## src/com_pkg.sv

```systemverilog
package com_pkg;

    // Command types.
    localparam logic [3:0] COM_INIT = 4'h0;
    localparam logic [3:0] COM_CONF = 4'h1;
    localparam logic [3:0] COM_READ = 4'h4;
    localparam logic [3:0] COM_DATA = 4'h5;
    localparam logic [3:0] COM_STOP = 4'h9;
    localparam logic [3:0] COM_STAT = 4'hA;

    localparam int RAM_AW     = 16;
    localparam int RAM_DW     = 16;
    localparam int CH_NUM     = 8;     // Channels per device-type word.
    localparam int DATA_SLOTS = 6;

    // Reply lengths in words.
    localparam logic [15:0] STAT_LEN    = 16'd14;
    localparam logic [15:0] HEAD_LEN    = 16'd4;
    localparam logic [15:0] TRGG_LEN    = 16'd4;
    localparam logic [15:0] DATA_LEN_00 = 16'd0;
    localparam logic [15:0] DATA_LEN_01 = 16'd128;
    localparam logic [15:0] DATA_LEN_10 = 16'd256;
    localparam logic [15:0] DATA_LEN_11 = 16'd512;

    // Reply RAM map.
    localparam logic [RAM_AW-1:0] COM_RAM_ADDR_DATA0 = 16'h0000;
    localparam logic [RAM_AW-1:0] COM_RAM_ADDR_DATA1 = 16'h2400;
    localparam logic [RAM_AW-1:0] COM_RAM_ADDR_DATA2 = 16'h4800;
    localparam logic [RAM_AW-1:0] COM_RAM_ADDR_DATA3 = 16'h6C00;
    localparam logic [RAM_AW-1:0] COM_RAM_ADDR_DATA4 = 16'h9000;
    localparam logic [RAM_AW-1:0] COM_RAM_ADDR_DATA5 = 16'hB400;
    localparam logic [RAM_AW-1:0] COM_RAM_ADDR_STAT  = 16'h2300;
    localparam logic [RAM_AW-1:0] COM_RAM_ADDR_INIT  = 16'hF000;

    localparam logic [RAM_AW-1:0] DATA_BASE [DATA_SLOTS] = '{
        COM_RAM_ADDR_DATA0, COM_RAM_ADDR_DATA1, COM_RAM_ADDR_DATA2,
        COM_RAM_ADDR_DATA3, COM_RAM_ADDR_DATA4, COM_RAM_ADDR_DATA5
    };

    // Request FSM, one-hot.
    localparam logic [5:0] ST_IDLE = 6'b00_0001;
    localparam logic [5:0] ST_WAIT = 6'b00_0010;
    localparam logic [5:0] ST_CAL0 = 6'b00_0100;
    localparam logic [5:0] ST_CAL1 = 6'b00_1000;
    localparam logic [5:0] ST_WORK = 6'b01_0000;
    localparam logic [5:0] ST_DONE = 6'b10_0000;

    // Word sender FSM.
    localparam logic [1:0] ES_IDLE  = 2'd0;
    localparam logic [1:0] ES_READ  = 2'd1;
    localparam logic [1:0] ES_DRAIN = 2'd2;
    localparam logic [1:0] ES_DONE  = 2'd3;

    typedef logic [0:CH_NUM-1][1:0] dev_type_t;   // Channel 0 in the top pair.

    typedef struct packed {
        logic [15:0] rsvd;
        dev_type_t   device_type;                 // Bits 79:64.
        logic [63:0] cache_state;
    } cache_info_t;

    typedef struct packed {
        logic [3:0]  btype;
        logic [3:0]  data_idx;
        cache_info_t cache_info;
    } send_req_t;

    typedef struct packed {
        logic              en;
        logic [RAM_AW-1:0] addr;
        logic [RAM_DW-1:0] data;
    } ram_wr_t;

    typedef struct packed {
        logic              valid;
        logic              last;
        logic [RAM_DW-1:0] data;
    } tx_beat_t;

endpackage

```

## src/eth_send.sv

```systemverilog
`timescale 1ns/1ps

module eth_send (
    input  logic                       clk,
    input  logic                       rst,
    input  logic                       fs_eth_send,
    output logic                       fd_eth_send,
    input  logic [com_pkg::RAM_AW-1:0] ram_rxa_init,
    input  logic [15:0]                ram_dlen,
    output logic [com_pkg::RAM_AW-1:0] rd_addr,
    input  logic [com_pkg::RAM_DW-1:0] rd_data,
    output com_pkg::tx_beat_t          tx
);
    import com_pkg::*;

    logic [1:0]        state;
    logic [RAM_AW-1:0] addr_cnt;
    logic [15:0]       remain;       // Reads still to issue.
    logic              pend_valid;
    logic              pend_last;

    always_ff @(posedge clk or posedge rst) begin
        if (rst) begin
            state      <= ES_IDLE;
            addr_cnt   <= '0;
            remain     <= '0;
            pend_valid <= 1'b0;
            pend_last  <= 1'b0;
        end else begin
            pend_valid <= 1'b0;
            pend_last  <= 1'b0;
            case (state)
                ES_IDLE: begin
                    if (fs_eth_send) begin
                        addr_cnt <= ram_rxa_init;
                        remain   <= ram_dlen;
                        state    <= (ram_dlen == 16'd0) ? ES_DRAIN : ES_READ;
                    end
                end
                ES_READ: begin
                    // Flags line up with the word the RAM returns next cycle.
                    pend_valid <= 1'b1;
                    pend_last  <= (remain == 16'd1);
                    addr_cnt   <= addr_cnt + 1'b1;   // Wraps at the top of the RAM.
                    remain     <= remain - 1'b1;
                    if (remain == 16'd1) begin
                        state <= ES_DRAIN;
                    end
                end
                ES_DRAIN: begin
                    state <= ES_DONE;
                end
                ES_DONE: begin
                    if (!fs_eth_send) begin
                        state <= ES_IDLE;
                    end
                end
                default: begin
                    state <= ES_IDLE;
                end
            endcase
        end
    end

    assign rd_addr     = addr_cnt;
    assign fd_eth_send = (state == ES_DONE);

    assign tx = '{valid: pend_valid, last: pend_last, data: rd_data};

    // The stream must be finished before the request is released.
    a_valid_in_send: assert property (
        @(posedge clk) disable iff (rst) tx.valid |-> fs_eth_send
    ) else $error("tx.valid outside fs_eth_send");

endmodule

```

## config.mk

```make
export PLATFORM = sky130hd
export DESIGN_NAME = eth_send
export DESIGN_NICKNAME = d
export VERILOG_FILES = /design/src/com_pkg.sv /design/src/eth_send.sv
export SDC_FILE = /design/constraint.sdc
export NUM_CORES = 1
export LEC_CHECK = 0
export BUFFER_PORTS_ARGS = -buffer_cell sky130_fd_sc_hd__buf_2
export CAP_MARGIN = 5
export CORE_ASPECT_RATIO = 0.8
export CORE_MARGIN = 2
export CORE_UTILIZATION = 50
export CTS_CLUSTER_SIZE = 25
export DETAILED_ROUTE_END_ITERATION = 10
export GPL_TIMING_DRIVEN = 0
export PLACE_DENSITY = 0.8
export SLEW_MARGIN = 30
export SYNTH_ARGS = -nofsm -noshare
export SYNTH_HDL_FRONTEND = slang
export SYNTH_SLANG_ARGS = --single-unit
```

## constraint.sdc

```tcl
create_clock -name clk -period 2.4 [get_ports clk]
set_input_delay 0.36 -clock clk [delete_from_list [all_inputs] [get_ports clk]]
set_output_delay 0.36 -clock clk [all_outputs]
set_load 0.01 [all_outputs]
```

After elaboration in Yosys (flattened, before gate mapping)
Cells that the tools add are included.
{ "word_totals": {"register_bits": 36, "latch_bits": 0, "mem_bits_rw": 0, "mem_bits_ro": 0, "input_bits": 51, "out_inout_bits": 35, "elab_cells": 30, "memories": 0} }
{ "op_classes": {"addsub": 2, "n_mul": 0, "div": 0, "magnitude_cmp": 0, "eq_ne": 7, "n_shift": 0, "muxes": 11, "bitwise_logic": 0, "reduce_logical": 5} }
{ "ops": {"columns": ["cell", "n"], "rows": [
  ["case mux 16 bit (2 select lines)", 2],
  ["2-to-1 mux 16 bit", 2],
  ["adder 16 x 1 -> 16 bit, second input constant", 1],
  ["== test 16 x 1 -> 1 bit, second input constant", 1],
  ["logical NOT 16 bit", 1],
  ["subtractor 16 x 1 -> 16 bit, second input constant", 1],
  ["2-to-1 mux 2 bit", 4],
  ["case mux 2 bit (4 select lines)", 1],
  ["inequality test 2 bit, second input constant", 3],
  ["== test 2 bit, second input constant", 2],
  ["AND reduction 3 bit", 1],
  ["== test 2 x 1 -> 1 bit, second input constant", 1],
  ["logical NOT 2 bit", 1],
  ["2-to-1 mux 1 bit", 2],
  ["AND reduction 2 bit", 1],
  ["nonzero test 2 bit", 1]
]} }

Depth between registers and ports, before layout
{ "logic_depth": {"depth_word": 4, "ltp_mapped": 7, "mapped_depth_nobuf": 6} }

Worst setup path before layout
OpenSTA, ideal clock, no wires.
{ "synth_timing": {"kind": "register to register", "startpoint": "reg remain[6]", "endpoint": "reg remain[13]", "setup_time_ns": 0.069, "arrival_time_ns": 1.962, "t_required_ns": 2.331, "setup_slack_ns": 0.370, "stages_incl_launch_ff": 6, "path_buffers": 1, "period_less_slack_ns": 2.030, "cell_sequence": "dfrtp_1 > or4_1 > buf_2 > or3_1 > or4_1 > nand3_1"} }
{ "synth_between": {"elab_chain_cells": 2} }
{ "synth_lines": {"columns": ["item", "line", "text"], "rows": [
  ["start: declaration", "eth_send.sv:18", "logic [15:0] remain;"],
  ["start signal: assignment", "eth_send.sv:36", "remain <= ram_dlen;"],
  ["start signal: assignment", "eth_send.sv:45", "remain <= remain - 1'b1;"],
  ["subtractor 16 x 1 -> 16 bit", "eth_send.sv:45", null],
  ["case mux 16 bit (2 select lines)", "eth_send.sv:32", "case (state)"]
]} }
Every way passes these cells.
A chain may end at the register's enable or synchronous reset.

Worst setup path in the final report
{ "layout_timing": {"startpoint": "reg remain[0]", "endpoint": "reg remain[14]"} }
Same word-level chain as after synthesis.

==> flow_metrics.tcl <==
set metrics [dict create \
    cts.clk_slew.worst_paths_ns 0.07 \
    status "complete, no violations" \
    async_flop_share 1.00 \
    final_nets 427 \
    grt_max_degree 20 \
    antenna_found_initial 0 \
    rsz0062_at_grt "no" \
    wl_per_cell_um 16.2 \
    drt-initial-drc-count 249 \
    wl_met1_um 2990 \
    ant_nets 0 \
    synth_area_per_cell_um2 8.29 \
    syn_area_mm2 0.00242 \
    fmax_mhz 435 \
    vias_per_cell 6.23 \
    post-route-min-period_ns 2.30 \
    die_x_um 81.8 \
    fin_crit_sh 0.957 \
    routed-wl-met3_um 784 \
    final_hold_viol_count 0 \
    highest_layer "met4" \
    powerDensity_mw_per_mm2 393 \
    totalWireLength_um 6970 \
    r2r_setup_slack_ns 0.10 \
    hold_path_class "in -> async" \
    arrival_ns 2.47 \
    drc 0 \
    dr.pass1.iters 5 \
    vias 2671 \
    clock_sinks 36 \
    rr_worst_depth 7 \
    worst_slack_ns 0.104 \
    worst_clock_skew_ns 0.00635 \
    cts_max_path_buffers 2 \
    ir_drop_mv 0.327 \
    syn-num-nets 350 \
    crit_required_ns 2.58 \
    critical_path.max_fanout 8 \
    synth_edf_count 0 \
    io_pins 86 \
    mostFrequentLayoutCells "buf_2 (70), dfrtp_1 (36), a21oi_1 (27), nand2_1 (23), nor2_1 (19)" \
    coreArea_mm2 0.00462 \
    fin_setup_tns_ns 0 \
    slew_violations 0 \
    power_leakage_nw 1.43 \
    clock_latency_ns 0.29 \
    tritoncts "done" \
    ys_warn_count 0 \
    worst_pin_slew_ns 0.721 \
    dpl_worst_slack_ns 0.00837 \
    grt_pass1_wl_um 11300 \
    die-area_mm2 0.00542 \
    rows 22 \
    ys_types 40 \
    worstSetupEndpointType "register" \
    syn_inst 292 \
    grt_overflow_total 0 \
    relSlewSlack 0.515 \
    cap_violations 0 \
    hold_buffers 0 \
    post_cts_resized 0 \
    cts_root_buf "clkbuf_8" \
    dp_hpwl_um 5110 \
    criticalPathCategory "reg -> reg" \
    cts_buffers 5 \
    grt_pass1_vias 2402 \
    setup_viol 0 \
    die_h_um 66.2 \
    cts_setup_buffers 0 \
    syn_to_final_growth_pct 23.1 \
    synth_ff_type "dfrtp_1" \
    track_usage 0.274 \
    ys_ff_latch 36 \
    drive_above_1_share 0.295 \
    cp-start-kind "register" \
    met2WireLength_um 3090 \
    ys_seq_area_frac 0.372 \
    io_buffers 69 \
    h-tree-depth 2 \
    diodes 0 \
    start_util 0.523 \
    layout_commonest_cell "buf_2" \
    gp_congestion 0.872 \
]
==> path summary, 6_finish.rpt <==
path,startpoint,endpoint
max reg2reg,remain[0]$_DFFE_PP0P_,remain[14]$_DFFE_PP0P_
max,remain[0]$_DFFE_PP0P_,remain[14]$_DFFE_PP0P_
max in group asynchronous,rst,remain[10]$_DFFE_PP0P_
min,rst,rd_addr[4]$_DFFE_PP0P_
min reg2reg,remain[1]$_DFFE_PP0P_,remain[1]$_DFFE_PP0P_
min in group clk,ram_rxa_init[4],rd_addr[4]$_DFFE_PP0P_
==> synthesized netlist by cell type, types with 10 or more instances <==
library cell / n / area [µm²]
a21oi_1: 27 / 135
and3_1: 11 / 68.8
buf_4: 18 / 135
clkbuf_1: 13 / 48.8
dfrtp_1: 36 / 901
mux2i_1: 10 / 100
nand2_1: 23 / 86.3
nand3_1: 15 / 75.1
nor2_1: 19 / 71.3
nor3_1: 13 / 65.1
o21ai_0: 17 / 85.1
o22ai_1: 14 / 87.6
==> metal layers <==
| layer | up-vias | GRT usage |
|---|---|---|
| li1 | 1229 | - |
| met1 | 1261 | 0.366 |
| met2 | 171 | 0.414 |
| met3 | 10 | 0.0970 |
| met4 | 0 | 0.0875 |
| met5 | - | 0 |
==> area by class of cell <==
class / instances / area, µm²
Buffer: 35 / 209
Clock buffer: 7 / 96.3
Fill cell: 415 / 1650
Inverter: 10 / 37.5
Multi-Input combinational cell: 211 / 1290
Sequential cell: 36 / 901
Tap cell: 60 / 75.1
Timing Repair Buffer: 70 / 373
==> worst max-delay path, stage by stage, from the launching register on <==
cell and delay (ns):
dfrtp_1 0.42, inv_1 0.11, ha_1 0.15, buf_1 0.34
inv_1 0.18, nor3_1 0.51, a31oi_1 0.17, o2bb2a_1 0.31
==> cells by family after synthesis <==
group           after synthesis  share of synthesized area
compound gates               80                      0.203
simple gates                112                      0.239
mux                          12                     0.0507
flops                        36                      0.372
fa+ha+maj                     7                     0.0362
buf+inv                      45                     0.0982
==> per-stage QoR <==
step           total power [mW]  instances  instance area (µm²)  hold slack [ns]  utilization
6_report                   1.17        429                 2980           0.0670        0.644
5_1_grt                    1.22        429                 2980           0.0821        0.644
4_1_cts                    1.18        429                 2970           0.0805        0.642
3_5_place_dp              0.712        422                 2870            0.394        0.621
3_3_place_gp              0.706        421                 2840            0.517        0.614
2_1_floorplan             0.657        292                 2420            0.485            -
==> where the power goes <==
| group | internal (mW) | switching, mW | leakage [nW] |
|---|---|---|---|
| Clock | 0.256 | 0.216 | 0.0503 |
| Combinational | 0.0517 | 0.0420 | 0.943 |
| Sequential | 0.606 | 0 | 0.439 |
| Total | 0.914 | 0.258 | 1.43 |
==> sequential cells by signal, summed over array words and instances (netlist names) <==
register	count
rd_addr	16
remain	16
state	2
pend_last	1
pend_valid	1
Power figures use the tool's default switching activity.
