`src/com_pkg.sv`:
```
package com_pkg;

    // Command types.
    localparam logic [3:0] COM_INIT = 4'h0;
    localparam logic [3:0] COM_CONF = 4'h1;
    localparam logic [3:0] COM_READ = 4'h4;
    localparam logic [3:0] COM_DATA = 4'h5;
    localparam logic [3:0] COM_STOP = 4'h9;
    localparam logic [3:0] COM_STAT = 4'hA;

    localparam int RAM_AW     = 16;
    localparam int RAM_DW     = 16;
    localparam int CH_NUM     = 8;     // Channels per device-type word.
    localparam int DATA_SLOTS = 6;

    // Reply lengths in words.
    localparam logic [15:0] STAT_LEN    = 16'd14;
    localparam logic [15:0] HEAD_LEN    = 16'd4;
    localparam logic [15:0] TRGG_LEN    = 16'd4;
    localparam logic [15:0] DATA_LEN_00 = 16'd0;
    localparam logic [15:0] DATA_LEN_01 = 16'd128;
    localparam logic [15:0] DATA_LEN_10 = 16'd256;
    localparam logic [15:0] DATA_LEN_11 = 16'd512;

    // Reply RAM map.
    localparam logic [RAM_AW-1:0] COM_RAM_ADDR_DATA0 = 16'h0000;
    localparam logic [RAM_AW-1:0] COM_RAM_ADDR_DATA1 = 16'h2400;
    localparam logic [RAM_AW-1:0] COM_RAM_ADDR_DATA2 = 16'h4800;
    localparam logic [RAM_AW-1:0] COM_RAM_ADDR_DATA3 = 16'h6C00;
    localparam logic [RAM_AW-1:0] COM_RAM_ADDR_DATA4 = 16'h9000;
    localparam logic [RAM_AW-1:0] COM_RAM_ADDR_DATA5 = 16'hB400;
    localparam logic [RAM_AW-1:0] COM_RAM_ADDR_STAT  = 16'h2300;
    localparam logic [RAM_AW-1:0] COM_RAM_ADDR_INIT  = 16'hF000;

    localparam logic [RAM_AW-1:0] DATA_BASE [DATA_SLOTS] = '{
        COM_RAM_ADDR_DATA0, COM_RAM_ADDR_DATA1, COM_RAM_ADDR_DATA2,
        COM_RAM_ADDR_DATA3, COM_RAM_ADDR_DATA4, COM_RAM_ADDR_DATA5
    };

    // Request FSM, one-hot.
    localparam logic [5:0] ST_IDLE = 6'b00_0001;
    localparam logic [5:0] ST_WAIT = 6'b00_0010;
    localparam logic [5:0] ST_CAL0 = 6'b00_0100;
    localparam logic [5:0] ST_CAL1 = 6'b00_1000;
    localparam logic [5:0] ST_WORK = 6'b01_0000;
    localparam logic [5:0] ST_DONE = 6'b10_0000;

    // Word sender FSM.
    localparam logic [1:0] ES_IDLE  = 2'd0;
    localparam logic [1:0] ES_READ  = 2'd1;
    localparam logic [1:0] ES_DRAIN = 2'd2;
    localparam logic [1:0] ES_DONE  = 2'd3;

    typedef logic [0:CH_NUM-1][1:0] dev_type_t;   // Channel 0 in the top pair.

    typedef struct packed {
        logic [15:0] rsvd;
        dev_type_t   device_type;                 // Bits 79:64.
        logic [63:0] cache_state;
    } cache_info_t;

    typedef struct packed {
        logic [3:0]  btype;
        logic [3:0]  data_idx;
        cache_info_t cache_info;
    } send_req_t;

    typedef struct packed {
        logic              en;
        logic [RAM_AW-1:0] addr;
        logic [RAM_DW-1:0] data;
    } ram_wr_t;

    typedef struct packed {
        logic              valid;
        logic              last;
        logic [RAM_DW-1:0] data;
    } tx_beat_t;

endpackage

```
`src/com_send.sv`:
```
`timescale 1ns/1ps

module com_send (
    input  logic                       clk,
    input  logic                       rst,
    input  logic                       fs_send,
    output logic                       fd_send,
    output logic                       fs_eth_send,
    input  logic                       fd_eth_send,
    input  com_pkg::send_req_t         req,
    output logic [com_pkg::RAM_AW-1:0] ram_rxa_init,
    output logic [15:0]                ram_dlen
);
    import com_pkg::*;

    logic [5:0]              state;
    logic [5:0]              next_state;
    logic [CH_NUM-1:0][15:0] ch_len;
    logic [15:0]             len_sum;
    dev_type_t               dev_type;

    function automatic logic [15:0] code_len(input logic [1:0] code);
        case (code)
            2'b01:   return DATA_LEN_01;
            2'b10:   return DATA_LEN_10;
            2'b11:   return DATA_LEN_11;
            default: return DATA_LEN_00;
        endcase
    endfunction

    assign dev_type    = req.cache_info.device_type;
    assign fs_eth_send = (state == ST_WORK);
    assign fd_send     = (state == ST_DONE);

    always_ff @(posedge clk or posedge rst) begin
        if (rst) begin
            state <= ST_IDLE;
        end else begin
            state <= next_state;
        end
    end

    always_comb begin
        case (state)
            ST_IDLE: next_state = ST_WAIT;
            ST_WAIT: next_state = fs_send ? ST_CAL0 : ST_WAIT;
            ST_CAL0: next_state = ST_CAL1;
            ST_CAL1: next_state = ST_WORK;
            ST_WORK: next_state = fd_eth_send ? ST_DONE : ST_WORK;
            ST_DONE: next_state = fs_send ? ST_DONE : ST_WAIT;   // Host must drop the request.
            default: next_state = ST_IDLE;
        endcase
    end

    // Per-channel payload size, decoded from the two-bit codes.
    always_ff @(posedge clk or posedge rst) begin
        if (rst) begin
            ch_len <= '0;
        end else if (state == ST_IDLE) begin
            ch_len <= '0;
        end else if (state == ST_CAL0) begin
            for (int i = 0; i < CH_NUM; i++) begin
                ch_len[i] <= code_len(dev_type[i]);
            end
        end
    end

    always_comb begin
        len_sum = HEAD_LEN + TRGG_LEN;
        for (int i = 0; i < CH_NUM; i++) begin
            len_sum = len_sum + ch_len[i];
        end
    end

    always_ff @(posedge clk or posedge rst) begin
        if (rst) begin
            ram_rxa_init <= COM_RAM_ADDR_INIT;
            ram_dlen     <= '0;
        end else if (state == ST_IDLE) begin
            ram_dlen <= '0;
        end else if (state == ST_CAL1) begin
            case (req.btype)
                COM_STAT: begin
                    ram_rxa_init <= COM_RAM_ADDR_STAT;
                    ram_dlen     <= STAT_LEN;
                end
                COM_DATA: begin
                    ram_dlen <= len_sum;
                    if (req.data_idx < DATA_SLOTS) begin
                        ram_rxa_init <= DATA_BASE[req.data_idx[2:0]];
                    end else begin
                        ram_rxa_init <= COM_RAM_ADDR_INIT;   // No such slot.
                    end
                end
                default: begin
                    ram_rxa_init <= COM_RAM_ADDR_INIT;   // Length left as it was.
                end
            endcase
        end
    end

    a_send_done_excl: assert property (
        @(posedge clk) disable iff (rst) !(fs_eth_send && fd_send)
    ) else $error("fs_eth_send and fd_send high together");

endmodule

```
`config.mk`:
```
export PLATFORM = sky130hd
export DESIGN_NAME = com_send
export DESIGN_NICKNAME = d
export VERILOG_FILES = /design/src/com_pkg.sv /design/src/com_send.sv
export SDC_FILE = /design/constraint.sdc
export NUM_CORES = 1
export LEC_CHECK = 0
export BUFFER_PORTS_ARGS = -buffer_cell sky130_fd_sc_hd__buf_2
export CAP_MARGIN = 40
export CORE_MARGIN = 2
export CORE_UTILIZATION = 50
export DETAILED_ROUTE_END_ITERATION = 10
export GPL_TIMING_DRIVEN = 1
export PLACE_DENSITY = 0.87
export REMOVE_ABC_BUFFERS = 1
export SYNTH_ARGS = -nofsm -noshare
export SYNTH_HDL_FRONTEND = slang
export SYNTH_SLANG_ARGS = --single-unit
export TNS_END_PERCENT = 20
```
`constraint.sdc`:
```
create_clock -name clk -period 5.9 [get_ports clk]
set_input_delay 1.475 -clock clk [delete_from_list [all_inputs] [get_ports clk]]
set_output_delay 1.475 -clock clk [all_outputs]
set_load 0.05 [all_outputs]
```
== Word level (Yosys, flattened, before mapping) ==
Memory sizes are Yosys's and may differ from the RTL's.
Cells that the tools add are included.
Word-level totals
  bits in registers: 166
  bits in read-only memories: 128
  bits of input ports: 108
  logic and storage cells: 82
  memories kept: 1
Operators by class
  $add $sub $neg: 8
  magnitude comparators: 2
  eq/ne operators: 32
  mux-type cells: 21
  bitwise operators: 2
  reduce and logical (&&, ||, !) cells: 5
Memory list
  (name not given): words 8, width 16, rd ports 1, clocked after memory_dff 0, write ports 0, line com_send.sv:90  | ram_rxa_init <= DATA_BASE[req.data_idx[2:0]];
Operators by type and width (number)
  128-bit 2-to-1 mux: 2
  10-bit case mux with 3 select lines: 8
  16-bit adder: 7
  16-bit 2-to-1 mux: 5
  16-bit case mux with 2 select lines: 2
  6-bit case mux with 6 select lines: 1
  2-bit == test (second input constant): 16
  4-bit by 16-bit adder with 16-bit output (first input constant): 1
  2-bit by 1-bit == test with 1-bit output (second input constant): 8
  6-bit 2-to-1 mux: 2
  6-bit by 1-bit == test with 1-bit output (second input constant): 1
  6-bit by 2-bit == test with 1-bit output (second input constant): 1
  6-bit by 3-bit == test with 1-bit output (second input constant): 1
  6-bit by 4-bit == test with 1-bit output (second input constant): 1
  6-bit by 5-bit == test with 1-bit output (second input constant): 1
  6-bit == test (second input constant): 1
  4-bit by 3-bit == test with 1-bit output (second input constant): 1
  4-bit == test (second input constant): 1
  4-bit >= comparator (second input constant): 1
  4-bit by 3-bit < comparator with 1-bit output (second input constant): 1
  3-bit inverter with 4-bit output: 1
  2-bit AND reduction: 2
  2-bit nonzero test: 2
  3-bit 2-to-1 mux: 1
  2 further kinds: 2

== Logic depth before layout (Yosys ltp) ==
Gate-level depths: netlist (run 1).
  word-level depth: 11
  depth in mapped cells: 12
  depth with buffers taken out: 12

== Worst setup path before layout (run 1) ==
OpenSTA, ideal clock, no wires.
  path kind: register -> output
  from: reg state[1]
  to: out fs_eth_send
  arrival: 2.138 ns
  data required time: 4.425 ns
  slack: 2.287 ns
  stages on the path, launching flop included: 5
  cell sequence: dfrtp_1 or2_2 clkbuf_1 clkbuf_1 nor3_1
Between the ends
  cells in the longest elaborated chain, start to end: 1
RTL lines
  start: declaration: line com_send.sv:16  | logic [5:0] state;
  start signal: assignment: line com_send.sv:39  | state <= next_state;
  6-bit by 5-bit == test with 1-bit output: line com_send.sv:32  | assign fs_eth_send = (state == ST_WORK);
  end: declaration: line com_send.sv:8  | output logic fs_eth_send,
Every way passes these cells.

== Worst setup path after layout (run 1) ==
  from: reg ch_len[57] (netlist bit)
  to: reg ram_dlen[11]
Between the ends
  cells in the longest elaborated chain, start to end: 8
RTL lines
  start: declaration: line com_send.sv:18  | logic [CH_NUM-1:0][15:0] ch_len;
  start signal: indexed assignment: line com_send.sv:63  | ch_len[i] <= code_len(dev_type[i]);
  16-bit adder (5 in series): line com_send.sv:71  | len_sum = len_sum + ch_len[i];
  16-bit case mux with 2 select lines: line com_send.sv:82  | case (req.btype)
  16-bit 2-to-1 mux: line com_send.sv:81  | end else if (state == ST_CAL1) begin
  16-bit 2-to-1 mux: line com_send.sv:79  | end else if (state == ST_IDLE) begin
  end signal: assignment: line com_send.sv:88  | ram_dlen <= len_sum;
  end: declaration: line com_send.sv:12  | output logic [15:0] ram_dlen
Every way passes these cells. The select of a mux whose other input is x is not followed.
A chain may end at the register's enable or synchronous reset.

==> key figures, run 1 <==
Timing
  • Max Clock Skew: 11.1 ps
  • Fin. max-slew vios: 0
  • TNS Setup: 0 ps
  • Worst rel slew slack: 0.562
  • RSZ-0062 raised after global routing: no
  • Max frequency: 280 MHz
  • Minimum clock period: 3570 ps
  • Ratio of final minimum period to clock period: 0.605
  • Final setup vio count: 0
  • Worst-Margin Slew: 655 ps
  • PnR worst setup slack: 2330 ps
  • Final Hold Fails: 0

Floorplan
  • Site Rows: 27
  • Full die area: 6210 µm²
  • Die X: 78.8 µm
  • Initial core utilization: 0.514
  • Core Region: 5440 µm²
  • DIE HEIGHT: 78.8 µm
  • # IOs: 142

Critical path
  • Flop2flop setup slack: 2330 ps
  • CP required: 6100 ps
  • Critical R2R Capture: ram_dlen[11]
  • Worst flop-to-flop path startpoint: ch_len[57]
  • Worst Setup End Kind: flip-flop
  • Setup CP Type: flip-flop to flip-flop
  • CP Launch Type: flip-flop
  • Reg2Reg Depth: 10
  • Worst-path fanout max: 2
  • Critical path arrival: 3770 ps

Cells and area
  • Area of the multi-input gates: 1380 µm²
  • Final nets: 439
  • Antenna Cells: 0
  • Layout area overhead: 10.9%
  • Fill cells: 453
  • Register area: 1110 µm²
  • Layout cell share with drive strength beyond 1: 0.227

Hold path
  • Min-delay src: ch_len[71]
  • Hold Path Depth: 1
  • Hold crit path type: flip-flop to flip-flop
  • Worst Hold End: ch_len[71]

Synthesis
  • Area contributors post-synth: dfrtp_1 36%, fa_1 12%, inv_1 5.1%, a32o_1 5.0%, buf_4 4.8%
  • Number of enable flip-flop cells after synthesis: 0
  • Syn_area_per_cell: 10.3 µm²
  • Yosys reg bits: 44
  • Main combinational cell family by area after synthesis: compound AO/OA/AOI/OAI gates
  • Main flop type after synthesis: dfrtp_1
  • Synth Area in Compound Gates: 0.179
  • Netlist cell types: 49
  • Adder-Cell Fraction of Synth Area: 0.148
  • Xor/xnor cell area share of the yosys netlist: 0.0125
  • Post-synthesis simple-gate area fraction: 0.126
  • Synth Warn #: 0
  • Seq/Total Area, Yosys: 0.395
  • Multiplexer share of the synthesized area: 0.00760
  • FFs w/ async S/R, synth: 1.00
  • Post-synth top area share: 0.358
  • Synth area leader: dfrtp_1
  • Mapped Cells: 271
  • Synth Cell Area: 2800 µm²

CTS
  • CTS tree: built
  • Clk_lat worst skew: 310 ps
  • Clock tree buffer depth: 2
  • TritonCTS Sinks: 44
  • CTS resizes: 0
  • Post-CTS Setup Bufs: 0
  • Reg clk slew, reported paths: 90 ps
  • H-tree depth: 2
  • Clock Tree Root: clkbuf_8
  • Hold-fix buffer count after cts: 0
  • TritonCTS Buffers: 5

Detailed routing
  • DR WL/cell: 15.5 µm
  • Via density: 5.66
  • Post-route ant nets: 0
  • Drt pass-1 iters: 5
  • Drt initial violations: 162
  • Total wire length: 5920 µm
  • DR vias: 2157
  • DRC: 0

Pwr
  • Lkg Pwr: 1.45 nW
  • P per Cell Area: 473 nW/µm²
  • Peak supply drop: 0.371 mV

Placement
  • Gpl congestion: 0.887
  • Setup WS pre-CTS: 2300 ps
  • Post-DP HPWL: 4360 µm
  • Port Buffers: 46

Run
  • Max cap viols: 0

Status
  • Status: completed

Global route
  • First-pass GRT wire length: 9890 µm
  • Vias in the first global route: 2076
  • Gr usage total: 0.206
  • Total grt overflow: 0
  • Largest net degree at the start of global routing: 45
  • Initial antenna violation count: 0
-- logic make-up (layout without fill, tap and decap cells) --
group                      Yosys count  count (layout)
xor gates and xnor gates             4               4
and+or+nand+nor                     51              51
muxes                                2               2
AOI/OAI and AO/OA                   73              73
buffers and inverters               73              97
other                                1              15
DFF                                 44              44
adders and majority gates           23              23
-- layout by cell type (no fill, tap or decap), drive strengths merged, types with 2 or more instances in the layout --
| cell type | count |
|---|---|
| a21o | 2 |
| a21oi | 10 |
| a32o | 14 |
| buf | 50 |
| clkbuf | 5 |
| conb | 15 |
| dfrtp | 40 |
| dfstp | 4 |
| fa | 17 |
| ha | 6 |
| inv | 38 |
| nand2 | 2 |
| nand3b | 2 |
| nand4b | 8 |
| nor2 | 7 |
| nor3 | 12 |
| nor4 | 3 |
| nor4b | 2 |
| nor4bb | 2 |
| o211ai | 9 |
| o21ai | 27 |
| o2bb2ai | 2 |
| o31ai | 2 |
| o32a | 2 |
| or2 | 3 |
| or4 | 2 |
| or4b | 2 |
| xnor2 | 2 |
| xor2 | 2 |
-- stage by stage --
stage                      util  power, mW  hold WS (ps)  area, µm²  std cells
after floorplan               -       1.01           466       2630        250
after global placement    0.547       1.22           475       2970        371
after detailed placement  0.550       1.26           478       2990        373
after CTS                 0.571       1.49           499       3100        381
after global routing      0.571       1.61           519       3100        381
final                     0.571       1.47           499       3100        381
-- cell usage after synthesis (all sizes together), types with 4 or more instances --
cell type and n:
dfrtp 40, ha 6, fa 17, o211ai 9, nor3 12, buf 26
dfstp 4, clkbuf 9, nor2 7, nand4b 8, o21ai 27, a21oi 10
inv 38, a32o 14
-- power by group --
group	internal [mW]	switching (mW)	total (mW)
Sequential	0.378	0.0529	0.431
Clock	0.125	0.107	0.232
Combinational	0.282	0.524	0.806
Total	0.785	0.684	1.47
-- sequential cells by signal, summed over array words and instances, names as in the netlist --
signal / count
ram_dlen: 8
state: 6
ch_len: 24
ram_rxa_init: 6
-- routing by layer --
| metal | vias up | global-route usage | part of all wire | wire (µm) |
|---|---|---|---|---|
| met1 | 1043 | 0.277 | 0.40 | 2380 |
| met4 | 0 | 0.0965 | 0.033 | 193 |
| met3 | 12 | 0.0341 | 0.068 | 402 |
| met5 | - | 0 | 0 | 0 |
| met2 | 104 | 0.328 | 0.50 | 2950 |
| li1 | 998 | - | - | - |
-- layout make-up --
| type | instances | area share |
|---|---|---|
| multi-input cells | 168 | 0.446 |
| clock buffers | 5 | 0.0222 |
| inverters | 38 | 0.0460 |
| clock inverters | 3 | 0.0137 |
| well taps | 72 | 0.0290 |
| flip-flops and latches | 44 | 0.356 |
| repair buffers | 51 | 0.0871 |
-- worst max-delay path: stages, from the launching register on --
cell,delay (ps)
dfrtp_1,340
inv_1,60
fa_1,530
inv_1,50
fa_1,480
fa_1,520
fa_1,490
ha_1,230
fa_1,380
xor2_1,180
a32o_1,200
-- how the worst max path moves through the flow --
stage | endpoint | depth (start not counted) | startpoint | slack [ps]
after global placement | ram_dlen[11] | 10 | ch_len[57] | 2350
after floorplan | ram_dlen[11] | 10 | ch_len[57] | 2460
after detailed placement | ram_dlen[11] | 10 | ch_len[57] | 2300
after global routing | ram_dlen[11] | 10 | ch_len[57] | 2150
after CTS | ram_dlen[11] | 10 | ch_len[57] | 2290
final | ram_dlen[11] | 10 | ch_len[57] | 2330
No activity file was read; power rests on OpenSTA's default activity.
==> run 2: changes to the inputs <==
- CORE_UTILIZATION: 50 -> 42
- PLACE_DENSITY: 0.87 -> 0.78
- clock period: 5.9 -> 3.2 ns (I/O delays scaled with it)
==> run 2 against run 1 <==
  * The flow now finishes with violations (negative setup slack)
  * Critical path depth fell by 2
  * Critical endpoint unchanged
  * Critical path type unchanged
  * Clock-buffer cell count increased by 2
  * Routed wire length up 5.9%
  * Largest cell class unchanged
  * Final area increased by 1.1%
  * Largest power group unchanged
  * Clock skew shrank 3.7 ps
  * Sequential share of layout area fell by 0.38 points
==> key figures, run 2 (synthesis results as in run 1) <==
Cells and area
  • Final nets: 440
  • Layout cell share with drive strength beyond 1: 0.252
  • Final Util: 0.491
  • Antenna Cells: 0
  • Most frequent cells in the layout: 46 x buf_2, 40 x dfrtp_1, 34 x inv_1
  • Commonest non-fill, non-tap cell in the layout: buf_2
  • Max reg flops: 24
  • Largest regs: ch_len (24), ram_dlen (8)
  • Fin area: 3140 µm²
  • Largest Register: ch_len
  • Layout area overhead: 12.1%
  • Non-Filler Instances: 387

Timing
  • RSZ-0062 raised after global routing: yes
  • Max frequency: 292 MHz
  • Fin. max-slew vios: 0
  • Final Hold Fails: 0
  • Final setup vio count: 3
  • Worst rel slew slack: 0.404
  • Minimum clock period: 3430 ps
  • Ratio of final minimum period to clock period: 1.07
  • TNS Setup: -521 ps
  • Max Clock Skew: 7.35 ps
  • PnR worst setup slack: -227 ps
  • Final hold slack: 497 ps
  • Worst-Margin Slew: 891 ps

CTS
  • TritonCTS Buffers: 5
  • CTS tree: built
  • TritonCTS Sinks: 44
  • H-tree depth: 2
  • Hold-fix buffer count after cts: 0
  • Clock tree buffer depth: 2
  • Clk_lat worst skew: 300 ps
  • Clock Tree Root: clkbuf_8
  • Reg clk slew, reported paths: 80 ps

Critical path
  • Reg2Reg Depth: 8
  • Worst flop-to-flop path startpoint: ch_len[9]
  • Crit. Startpoint: ch_len[9]
  • Setup crit end: ram_dlen[11]
  • Critical path arrival: 3620 ps
  • Setup CP Type: flip-flop to flip-flop
  • Worst Setup End Kind: flip-flop
  • CP Launch Type: flip-flop
  • Worst-path fanout max: 2
  • Cell mode on critical path: fa_1
  • Slowest cell delay on critical path: 590 ps
  • Slowest CP cell: fa_2
  • Flop2flop setup slack: -230 ps
  • Worst path cell trace: fa_1 > fa_2 > fa_1 > fa_1 > ha_2 > fa_2 > xor2_1 > a32o_1
  • CP required: 3390 ps
  • Critical R2R Capture: ram_dlen[11]

Detailed routing
  • Uppermost routed layer: met4
  • Drt initial violations: 134
  • Metal2 WL: 3290 µm
  • Via density: 5.64
  • Drt pass-1 iters: 4
  • DR vias: 2181
  • Met3 Wirelength: 338 µm
  • DR WL/cell: 16.2 µm
  • Met1 Wirelength: 2570 µm
  • Total wire length: 6270 µm
  • DRC: 0
  • Post-route ant nets: 0

Floorplan
  • Site Rows: 29
  • Full die area: 7330 µm²
  • Die X: 85.6 µm
  • # IOs: 142
  • DIE HEIGHT: 85.6 µm
  • Initial core utilization: 0.438
  • Core Region: 6390 µm²

Hold path
  • Hold crit path type: flip-flop to flip-flop
  • Min-delay src: ch_len[120]

Pwr
  • Peak supply drop: 0.405 mV
  • Lkg Pwr: 1.46 nW
  • Total power: 2.77 mW
  • P per Cell Area: 883 nW/µm²

Placement
  • Placed cells: 378
  • Setup WS pre-CTS: -434 ps
  • Area after DPL: 3000 µm²
  • Gpl congestion: 0.834
  • Port Buffers: 46
  • Post-DP HPWL: 4600 µm

Global route
  • Total grt overflow: 0
  • Initial antenna violation count: 0
  • Gr usage total: 0.185
  • Largest net degree at the start of global routing: 45
  • Vias in the first global route: 2365
  • First-pass GRT wire length: 10700 µm

Run
  • Max cap viols: 0

Status
  • Failing checks: negative setup slack
  • Status: complete, but fails checks
run 2: changes by cell type in the layout (fill, tap and decap cells not counted):
cell,delta
ha_1,-1
buf_4,+2
fa_1,-2
inv_2,+4
clkinvlp_4,-1
clkdlybuf4s18_2,-1
clkinv_2,-1
ha_2,+1
fa_2,+2
inv_1,-4
clkbuf_8,+2
run 2: worst min path at each step:
stage                            end  cells past startpoint
global route        ram_rxa_init[14]                      2
CTS                      ch_len[120]                      1
floorplan                ch_len[120]                      1
finish                   ch_len[120]                      1
global placement         ch_len[120]                      1
detailed placement       ch_len[120]                      1
run 2: final cells by class:
class,count,area [µm²]
Clock buffer,7,96.3
Timing Repair Buffer,52,275
Inverter,38,143
Clock inverter,1,30.0
Fill cell,603,3250
Tap cell,77,96.3
Multi-Input combinational cell,168,1390
Sequential cell,44,1110
run 2: worst max-delay path: cells and delay by family (launching register included):
| family | cells | cell delay [ps] |
|---|---|---|
| fa+ha+maj | 6 | 2540 |
| xor+xnor | 1 | 180 |
| compound gates | 1 | 210 |
| flops | 1 | 410 |
run 2: per-layer routing:
layer / vias to the layer above / global-route usage
li1: 998 / -
met3: 6 / 0.0356
met2: 73 / 0.313
met1: 1104 / 0.234
met4: 0 / 0.0750
met5: - / 0
run 2: timing repair:
item	4_1_cts	5_1_grt
setup buffers	1	0
setup endpoints to repair	3	3
endpoints found under the hold margin	0	0
resized for setup	4	3
pin swaps	6	3
run 2: where the power goes:
part           switching [mW]  internal [mW]
logic                   0.979          0.532
clock network           0.188          0.275
registers               0.101          0.696
